$ cat config.mk
export PLATFORM = sky130hd
export DESIGN_NAME = gbfInterface
export DESIGN_NICKNAME = d
export VERILOG_FILES = /design/src/hdl/gbfIfPkg.sv /design/src/hdl/bufferLevelMonitor.sv /design/src/hdl/burstController.sv /design/src/hdl/gbfInterface.sv /design/src/hdl/ifArbiter.sv
export VERILOG_INCLUDE_DIRS = /design/src /design/src/hdl
export SDC_FILE = /design/constraint.sdc
export NUM_CORES = 1
export LEC_CHECK = 0
export ABC_CLOCK_PERIOD_IN_PS = 3000
export BUFFER_PORTS_ARGS = -buffer_cell sky130_fd_sc_hd__buf_2
export CAP_MARGIN = 20
export CELL_PAD_IN_SITES_DETAIL_PLACEMENT = 0
export CELL_PAD_IN_SITES_GLOBAL_PLACEMENT = 1
export CORE_MARGIN = 2
export CORE_UTILIZATION = 37
export CTS_CLUSTER_SIZE = 30
export DETAILED_ROUTE_END_ITERATION = 7
export GPL_TIMING_DRIVEN = 1
export HOLD_SLACK_MARGIN = 0.05
export PLACE_DENSITY = 0.78
export SLEW_MARGIN = 10
export SYNTH_ARGS = -nofsm -noshare
export SYNTH_HDL_FRONTEND = slang
export SYNTH_SLANG_ARGS = --single-unit
$ cat constraint.sdc
create_clock -name clk -period 3 [get_ports clk]
set_input_delay 0.75 -clock clk [delete_from_list [all_inputs] [get_ports clk]]
set_output_delay 0.75 -clock clk [all_outputs]
set_load 0.02 [all_outputs]
$ cat src/hdl/gbfIf_params.svh
// Sizes for the GBF off-chip interface arbiter
// Depths are powers of two taken from the address widths
// Watermarks are fractions of depth and must divide evenly
`ifndef GBF_IF_PARAMS_SVH
`define GBF_IF_PARAMS_SVH

// ====================
// Buffer address widths
// ====================
// Flag buffers of depth 16
`define GBF_FLGWEI_AW 4
`define GBF_FLGACT_AW 4
`define GBF_FLGOFM_AW 4

// Data buffers of depth 64
`define GBF_WEI_AW 6
`define GBF_ACT_AW 6
`define GBF_OFM_AW 6

// ====================
// Watermarks
// ====================
// Fill buffers ask for refill at or below 1/4 full
`define GBF_LOW_NUM 1
`define GBF_LOW_DEN 4

// Drain buffers ask to be emptied above 3/4 full
`define GBF_HIGH_NUM 3
`define GBF_HIGH_DEN 4

// Beats per external burst
`define IF_BURST_LEN 4

`endif

$ cat src/hdl/gbfIfPkg.sv
// Shared types for the GBF interface arbiter
// Code values are fixed by the far side of the external link

package gbfIfPkg;

    // ====================
    // Interface codes
    // ====================
    // Carried on ifCfg for the whole burst
    typedef enum logic [3:0] {
        Cfg    = 4'd0,
        Act    = 4'd2,
        FlgAct = 4'd4,
        Wei    = 4'd6,
        FlgWei = 4'd8,
        FlgOfm = 4'd10,
        Ofm    = 4'd11,
        Empty  = 4'd15
    } ifCfgT;

    // ====================
    // Buffer index
    // ====================
    // Bit position of each buffer in the request vector
    typedef enum logic [2:0] {
        BufFlgWei = 3'd0,
        BufWei    = 3'd1,
        BufFlgAct = 3'd2,
        BufAct    = 3'd3,
        BufFlgOfm = 3'd4,
        BufOfm    = 3'd5
    } bufIdxT;

    // Number of monitored buffers
    localparam int NumBuf = 6;

endpackage

$ cat src/hdl/bufferLevelMonitor.sv
// Occupancy tracker for one GBF buffer
// Counter saturates at 0 and DEPTH so stray enables cannot wrap it
// Clear has priority over the enables

`timescale 1ns/1ps

module bufferLevelMonitor #(
    parameter int DEPTH     = 16,
    parameter int WATERMARK = 4,
    // 0 asks for refill when low, 1 asks for drain when high
    parameter bit DRAIN     = 1'b0
) (
    input  logic clk,
    input  logic reset,
    input  logic clear,
    input  logic enWr,
    input  logic enRd,
    output logic serviceReq
);

    // One extra bit so a full buffer is distinct from empty
    localparam int OccW = $clog2(DEPTH) + 1;

    logic [OccW-1:0] occupancy;
    logic            isFull;
    logic            isEmpty;

    assign isFull  = (occupancy == OccW'(DEPTH));
    assign isEmpty = (occupancy == '0);

    // ====================
    // Occupancy counter
    // ====================
    always_ff @(posedge clk) begin
        if (reset) begin
            occupancy <= '0;
        end else if (clear) begin
            occupancy <= '0;
        end else begin
            case ({enWr, enRd})
                // Write alone
                2'b10: begin
                    if (!isFull) begin
                        occupancy <= occupancy + 1'b1;
                    end
                end
                // Read alone
                2'b01: begin
                    if (!isEmpty) begin
                        occupancy <= occupancy - 1'b1;
                    end
                end
                // Both or neither leave the level alone
                default: occupancy <= occupancy;
            endcase
        end
    end

    // Watermark compare straight off the register
    assign serviceReq = DRAIN ? (occupancy > OccW'(WATERMARK))
                              : (occupancy <= OccW'(WATERMARK));

endmodule

$ cat src/hdl/burstController.sv
// Holds one arbiter grant for a fixed-length burst on the external link
// A beat needs ifReq, ifRdy and ifVal high in the same cycle
// Code and direction are frozen until the last beat

`timescale 1ns/1ps

`include "gbfIf_params.svh"

module burstController
    import gbfIfPkg::*;
(
    input  logic  clk,
    input  logic  reset,
    input  logic  reqAny,
    input  ifCfgT nextCfg,
    input  logic  nextRdWr,
    input  logic  ifRdy,
    input  logic  ifVal,
    output logic  ifReq,
    output ifCfgT ifCfg,
    output logic  ifRdWr
);

    // Wide enough to hold IF_BURST_LEN itself
    localparam int BeatW = $clog2(`IF_BURST_LEN + 1);

    logic [BeatW-1:0] beatCnt;
    logic             beat;
    logic             lastBeat;

    // Stalls simply hold off the beat
    assign beat     = ifReq && ifRdy && ifVal;
    assign lastBeat = beat && (beatCnt == BeatW'(`IF_BURST_LEN - 1));

    // ====================
    // Burst FSM
    // ====================
    // Two states, idle and burst, with ifReq as the state bit
    always_ff @(posedge clk) begin
        if (reset) begin
            ifReq   <= 1'b0;
            beatCnt <= '0;
        end else if (!ifReq) begin
            // Idle for one cycle at least between grants
            beatCnt <= '0;
            if (reqAny) begin
                ifReq <= 1'b1;
            end
        end else if (lastBeat) begin
            ifReq   <= 1'b0;
            beatCnt <= '0;
        end else if (beat) begin
            beatCnt <= beatCnt + 1'b1;
        end
    end

    // ====================
    // Granted code
    // ====================
    // Latched on grant so a later higher request waits its turn
    always_ff @(posedge clk) begin
        if (reset) begin
            ifCfg  <= Empty;
            ifRdWr <= 1'b1;
        end else if (!ifReq && reqAny) begin
            ifCfg  <= nextCfg;
            ifRdWr <= nextRdWr;
        end else if (lastBeat) begin
            // Back to the idle code
            ifCfg  <= Empty;
            ifRdWr <= 1'b1;
        end
    end

endmodule

$ cat src/hdl/gbfInterface.sv
// Top of the GBF off-chip interface arbiter
// Buffer enables and clears come from the GBF control logic
// ifRdWr high means DRAM to buffer

`timescale 1ns/1ps

module gbfInterface
    import gbfIfPkg::*;
(
    input  logic  clk,
    input  logic  reset,
    input  logic  clearWei,
    input  logic  clearAct,
    input  logic  clearOfm,
    input  logic  cfgReq,
    input  logic  gbfFlgWeiEnWr,
    input  logic  gbfFlgWeiEnRd,
    input  logic  gbfWeiEnWr,
    input  logic  gbfWeiEnRd,
    input  logic  gbfFlgActEnWr,
    input  logic  gbfFlgActEnRd,
    input  logic  gbfActEnWr,
    input  logic  gbfActEnRd,
    input  logic  gbfFlgOfmEnWr,
    input  logic  gbfFlgOfmEnRd,
    input  logic  gbfOfmEnWr,
    input  logic  gbfOfmEnRd,
    input  logic  ifRdy,
    input  logic  ifVal,
    output logic  ifReq,
    output ifCfgT ifCfg,
    output logic  ifRdWr
);

    // Arbiter to controller
    logic  reqAny;
    ifCfgT nextCfg;
    logic  nextRdWr;

    ifArbiter arb (
        .clk(clk), .reset(reset),
        .clearWei(clearWei), .clearAct(clearAct), .clearOfm(clearOfm), .cfgReq(cfgReq),
        .gbfFlgWeiEnWr(gbfFlgWeiEnWr), .gbfFlgWeiEnRd(gbfFlgWeiEnRd),
        .gbfWeiEnWr(gbfWeiEnWr), .gbfWeiEnRd(gbfWeiEnRd),
        .gbfFlgActEnWr(gbfFlgActEnWr), .gbfFlgActEnRd(gbfFlgActEnRd),
        .gbfActEnWr(gbfActEnWr), .gbfActEnRd(gbfActEnRd),
        .gbfFlgOfmEnWr(gbfFlgOfmEnWr), .gbfFlgOfmEnRd(gbfFlgOfmEnRd),
        .gbfOfmEnWr(gbfOfmEnWr), .gbfOfmEnRd(gbfOfmEnRd),
        .reqAny(reqAny), .nextCfg(nextCfg), .nextRdWr(nextRdWr)
    );

    burstController burst (
        .clk(clk), .reset(reset),
        .reqAny(reqAny), .nextCfg(nextCfg), .nextRdWr(nextRdWr),
        .ifRdy(ifRdy), .ifVal(ifVal),
        .ifReq(ifReq), .ifCfg(ifCfg), .ifRdWr(ifRdWr)
    );

endmodule

$ cat src/hdl/ifArbiter.sv
// Fixed-priority choice among the six GBF buffers and the config request
// Output buffers always win since a full OFM stalls the array
// Purely combinational from the monitor registers

`timescale 1ns/1ps

`include "gbfIf_params.svh"

module ifArbiter
    import gbfIfPkg::*;
(
    input  logic  clk,
    input  logic  reset,
    input  logic  clearWei,
    input  logic  clearAct,
    input  logic  clearOfm,
    input  logic  cfgReq,
    input  logic  gbfFlgWeiEnWr,
    input  logic  gbfFlgWeiEnRd,
    input  logic  gbfWeiEnWr,
    input  logic  gbfWeiEnRd,
    input  logic  gbfFlgActEnWr,
    input  logic  gbfFlgActEnRd,
    input  logic  gbfActEnWr,
    input  logic  gbfActEnRd,
    input  logic  gbfFlgOfmEnWr,
    input  logic  gbfFlgOfmEnRd,
    input  logic  gbfOfmEnWr,
    input  logic  gbfOfmEnRd,
    output logic  reqAny,
    output ifCfgT nextCfg,
    output logic  nextRdWr
);

    // ====================
    // Depths and watermarks
    // ====================
    localparam int FlgWeiDepth = 2 ** `GBF_FLGWEI_AW;
    localparam int WeiDepth    = 2 ** `GBF_WEI_AW;
    localparam int FlgActDepth = 2 ** `GBF_FLGACT_AW;
    localparam int ActDepth    = 2 ** `GBF_ACT_AW;
    localparam int FlgOfmDepth = 2 ** `GBF_FLGOFM_AW;
    localparam int OfmDepth    = 2 ** `GBF_OFM_AW;

    // Fill buffers use the low mark
    localparam int FlgWeiMark = FlgWeiDepth * `GBF_LOW_NUM / `GBF_LOW_DEN;
    localparam int WeiMark    = WeiDepth * `GBF_LOW_NUM / `GBF_LOW_DEN;
    localparam int FlgActMark = FlgActDepth * `GBF_LOW_NUM / `GBF_LOW_DEN;
    localparam int ActMark    = ActDepth * `GBF_LOW_NUM / `GBF_LOW_DEN;
    // Drain buffers use the high mark
    localparam int FlgOfmMark = FlgOfmDepth * `GBF_HIGH_NUM / `GBF_HIGH_DEN;
    localparam int OfmMark    = OfmDepth * `GBF_HIGH_NUM / `GBF_HIGH_DEN;

    // One request bit per buffer
    logic [NumBuf-1:0] bufReq;

    // ====================
    // Monitors
    // ====================
    bufferLevelMonitor #(.DEPTH(FlgWeiDepth), .WATERMARK(FlgWeiMark), .DRAIN(1'b0))
    flgWeiMon (
        .clk(clk), .reset(reset), .clear(clearWei),
        .enWr(gbfFlgWeiEnWr), .enRd(gbfFlgWeiEnRd), .serviceReq(bufReq[BufFlgWei])
    );

    bufferLevelMonitor #(.DEPTH(WeiDepth), .WATERMARK(WeiMark), .DRAIN(1'b0))
    weiMon (
        .clk(clk), .reset(reset), .clear(clearWei),
        .enWr(gbfWeiEnWr), .enRd(gbfWeiEnRd), .serviceReq(bufReq[BufWei])
    );

    bufferLevelMonitor #(.DEPTH(FlgActDepth), .WATERMARK(FlgActMark), .DRAIN(1'b0))
    flgActMon (
        .clk(clk), .reset(reset), .clear(clearAct),
        .enWr(gbfFlgActEnWr), .enRd(gbfFlgActEnRd), .serviceReq(bufReq[BufFlgAct])
    );

    bufferLevelMonitor #(.DEPTH(ActDepth), .WATERMARK(ActMark), .DRAIN(1'b0))
    actMon (
        .clk(clk), .reset(reset), .clear(clearAct),
        .enWr(gbfActEnWr), .enRd(gbfActEnRd), .serviceReq(bufReq[BufAct])
    );

    // Output side drains toward DRAM
    bufferLevelMonitor #(.DEPTH(FlgOfmDepth), .WATERMARK(FlgOfmMark), .DRAIN(1'b1))
    flgOfmMon (
        .clk(clk), .reset(reset), .clear(clearOfm),
        .enWr(gbfFlgOfmEnWr), .enRd(gbfFlgOfmEnRd), .serviceReq(bufReq[BufFlgOfm])
    );

    bufferLevelMonitor #(.DEPTH(OfmDepth), .WATERMARK(OfmMark), .DRAIN(1'b1))
    ofmMon (
        .clk(clk), .reset(reset), .clear(clearOfm),
        .enWr(gbfOfmEnWr), .enRd(gbfOfmEnRd), .serviceReq(bufReq[BufOfm])
    );

    // ====================
    // Priority select
    // ====================
    always_comb begin
        if (bufReq[BufFlgOfm]) begin
            nextCfg = FlgOfm;
        end else if (bufReq[BufOfm]) begin
            nextCfg = Ofm;
        end else if (cfgReq) begin
            nextCfg = Cfg;
        end else if (bufReq[BufFlgWei]) begin
            nextCfg = FlgWei;
        end else if (bufReq[BufWei]) begin
            nextCfg = Wei;
        end else if (bufReq[BufFlgAct]) begin
            nextCfg = FlgAct;
        end else if (bufReq[BufAct]) begin
            nextCfg = Act;
        end else begin
            nextCfg = Empty;
        end
    end

    // Only the output codes write to DRAM
    assign nextRdWr = !((nextCfg == FlgOfm) || (nextCfg == Ofm));
    assign reqAny   = cfgReq || (|bufReq);

endmodule

==> impl_metrics.py <==
metrics = {
    "route": {
        "via_count": 2497,
        "finalWirelength_um": 5990,
        "drc": 0,
        "wl_per_cell_um": 12.00,
        "first_pass_iters": 4,
        "via_per_inst": 5.004,
        "ant_nets": 0,
        "first_iter_violations": 72,
    },
    "flow_run": {
        "maxCapViolCount": 0,
    },
    "sta": {
        "drv_slew": 0,
        "skew_ns": 0.008364,
        "finalHoldViolCount": 0,
        "rsz0062_at_grt": "no",
        "max_slew.worst_pin.slew_ns": 0.7479,
        "timing.final.crit_share_pct": 83.26,
        "final-setup-viol-count": 0,
        "fmax_ghz": 0.4003,
        "maxSlewHeadroom_pct": 49.91,
        "tns_ns": 0,
        "min_period_ns": 2.498,
    },
    "clocking": {
        "cts_sinks": 45,
        "cts_root_buf": "clkbuf_8",
        "postCtsSetupRepairBufs": 0,
        "clock_latency_ns": 0.30,
        "ctsHoldBuffers": 0,
        "clk_pin_slew_worst_paths_ns": 0.08,
        "cts_tree": "done",
        "htreeDepth": 2,
        "ctsResizeCount": 0,
        "numCtsBuffers": 5,
        "clock_tree.buffer_depth": 2,
    },
    "outcome": {
        "status": "finished, final reports clean",
    },
    "worst_setup_path": {
        "crit_fanout": 6,
        "worstPathRequired_ns": 3.19,
        "worst_ep_arrival_time_ns": 2.69,
        "worstSetupStartpointType": "input port",
        "critPathCaptureType": "flip-flop",
        "criticalPathCategory": "in -> reg",
    },
    "synth": {
        "ys.flop_type": "dfxtp_1",
        "synth_edf_count": 0,
        "synth_area_mm2": 0.003043,
        "synth_largest_area_cell": "dfxtp_1",
        "seq_area_frac_synth_pct": 29.61,
        "syn-num-nets": 418,
        "yosys_warnings": 0,
        "synth.distinct_cells": 41,
        "synth_common_cells": "nor2_1 (49), dfxtp_1 (45), a21oi_1 (41), inv_1 (31), ha_1 (26)",
        "synth.avg_cell_area_um2": 8.314,
        "async_flop_share_pct": 0,
        "yosysMostFrequentCell": "nor2_1",
        "ys_ff_latch": 45,
        "synth_top_area_share_pct": 29.61,
        "synth.area.top_cells": "dfxtp_1 (30%), ha_1 (11%), a21oi_1 (6.7%)",
        "netlist_instances": 366,
    },
    "die": {
        "die_area_mm2": 0.008965,
        "initial_core_util_pct": 37.60,
        "die_height_um": 94.69,
        "die_w_um": 94.69,
        "boundaryPins": 26,
        "rows": 33,
        "core_mm2": 0.008093,
    },
    "grt": {
        "grt_pass1_wl_um": 10380,
        "grt_max_degree": 14,
        "grtUsageTotal_pct": 14.44,
        "grt_pass1_vias": 2322,
        "antenna_found_initial": 0,
        "grt_overflow": 0,
    },
    "finish": {
        "finalNonFillerCells": 499,
        "fillers": 854,
        "final_util_pct": 41.60,
        "diodes": 0,
        "layout-drive-gt1-share_pct": 11.42,
        "nNetsFinal": 445,
        "syn_to_final_growth_pct": 10.65,
    },
    "placed_design": {
        "dpl.hpwl_um": 4641,
        "placedCellCount": 491,
        "gp_congestion": 0.8368,
        "io_buffers": 25,
    },
    "power_and_ir_drop": {
        "p_leak_nw": 1.486,
        "powerDensity_mw_per_mm2": 378.0,
        "ir_drop_mv": 0.1796,
    },
    "worst_hold_path": {
        "hold_class": "reg -> reg",
    },
}
## worst paths after layout
check                           slack, ns                     from  cells after the start                      end
worst max-delay path                 0.50               gbfActEnWr                     10  arb.actMon.occupancy[6]
worst max register to register       0.81  arb.ofmMon.occupancy[1]                      5           burst.ifCfg[3]
worst min-delay path                 0.47           burst.ifCfg[3]                      1           burst.ifCfg[3]
worst min register to register       0.47           burst.ifCfg[3]                      1           burst.ifCfg[3]
## through the flow
stage	setup WS, ns	hold slack, ns	cell area [um2]	total power (W)
after global routing	0.3896	0.4904	3367	0.001357
after CTS	0.5277	0.4742	3367	0.001298
after global placement	0.2597	0.4599	3284	0.0009181
after detailed placement	0.2140	0.4530	3284	0.0009217
final	0.5021	0.4687	3367	0.001273
after floorplan	0.4473	0.4570	3043	0.0008580
## flip-flops by register name, indices dropped and copies added, names as in the netlist, 3 cells and up
register	flops
arb.actMon.occupancy	7
arb.flgActMon.occupancy	5
arb.flgOfmMon.occupancy	5
arb.flgWeiMon.occupancy	5
arb.ofmMon.occupancy	7
arb.weiMon.occupancy	7
burst.beatCnt	3
burst.ifCfg	4
## placed cells by master (no fill, tap or decap), types with 8 or more instances in the layout
cell type	instances
a21oi_1	41
ha_1	26
a211oi_1	9
mux2i_1	10
nor2_1	49
buf_2	25
xnor2_1	19
inv_1	31
nor2b_1	8
a21o_1	10
nand2b_1	10
xor2_1	9
nand2_1	14
dfxtp_1	45
o21ai_0	13
## area by class of cell
cell class	instances	area (um2)	share of cell area, %
well taps	105	131.4	3.902
clock inverters	2	10.01	0.2973
flip-flops and latches	45	900.9	26.76
clock buffers	6	72.57	2.155
inverters	31	116.4	3.456
repair buffers	26	132.6	3.939
multi-input cells	284	2003	59.49
## routing by layer
metal / wire [um] / global-route usage (%) / vias up
met5: 0 / 0 / -
met4: 106 / 5.676 / 0
met3: 149 / 2.634 / 8
met2: 2738 / 23.76 / 27
met1: 2996 / 18.72 / 1129
li1: - / - / 1333
## where the power goes
group	internal (W)	leakage (nW)	switching (W)
registers	0.000620	0.366	0.0000245
clock network	0.000162	0.0450	0.000204
logic	0.000117	1.08	0.000145
total	0.000899	1.49	0.000374
## cell families after synthesis
logic type	after synthesis	share of synthesized area, %
simple gates	114	18.67
compound gates	99	20.44
flops	45	29.61
buf+inv	37	4.564
fa+ha+maj	32	14.64
xor+xnor	28	8.059
mux	11	4.030
## critical path, stage by stage
cell      delay (ns)
buf_2           0.10
nand2b_1        0.20
inv_1           0.19
ha_1            0.31
nor2b_1         0.17
o31a_1          0.25
o21a_1          0.17
nor2_1          0.10
mux4_2          0.29
and2_1          0.17
No activity file was read; power rests on OpenSTA's default activity.
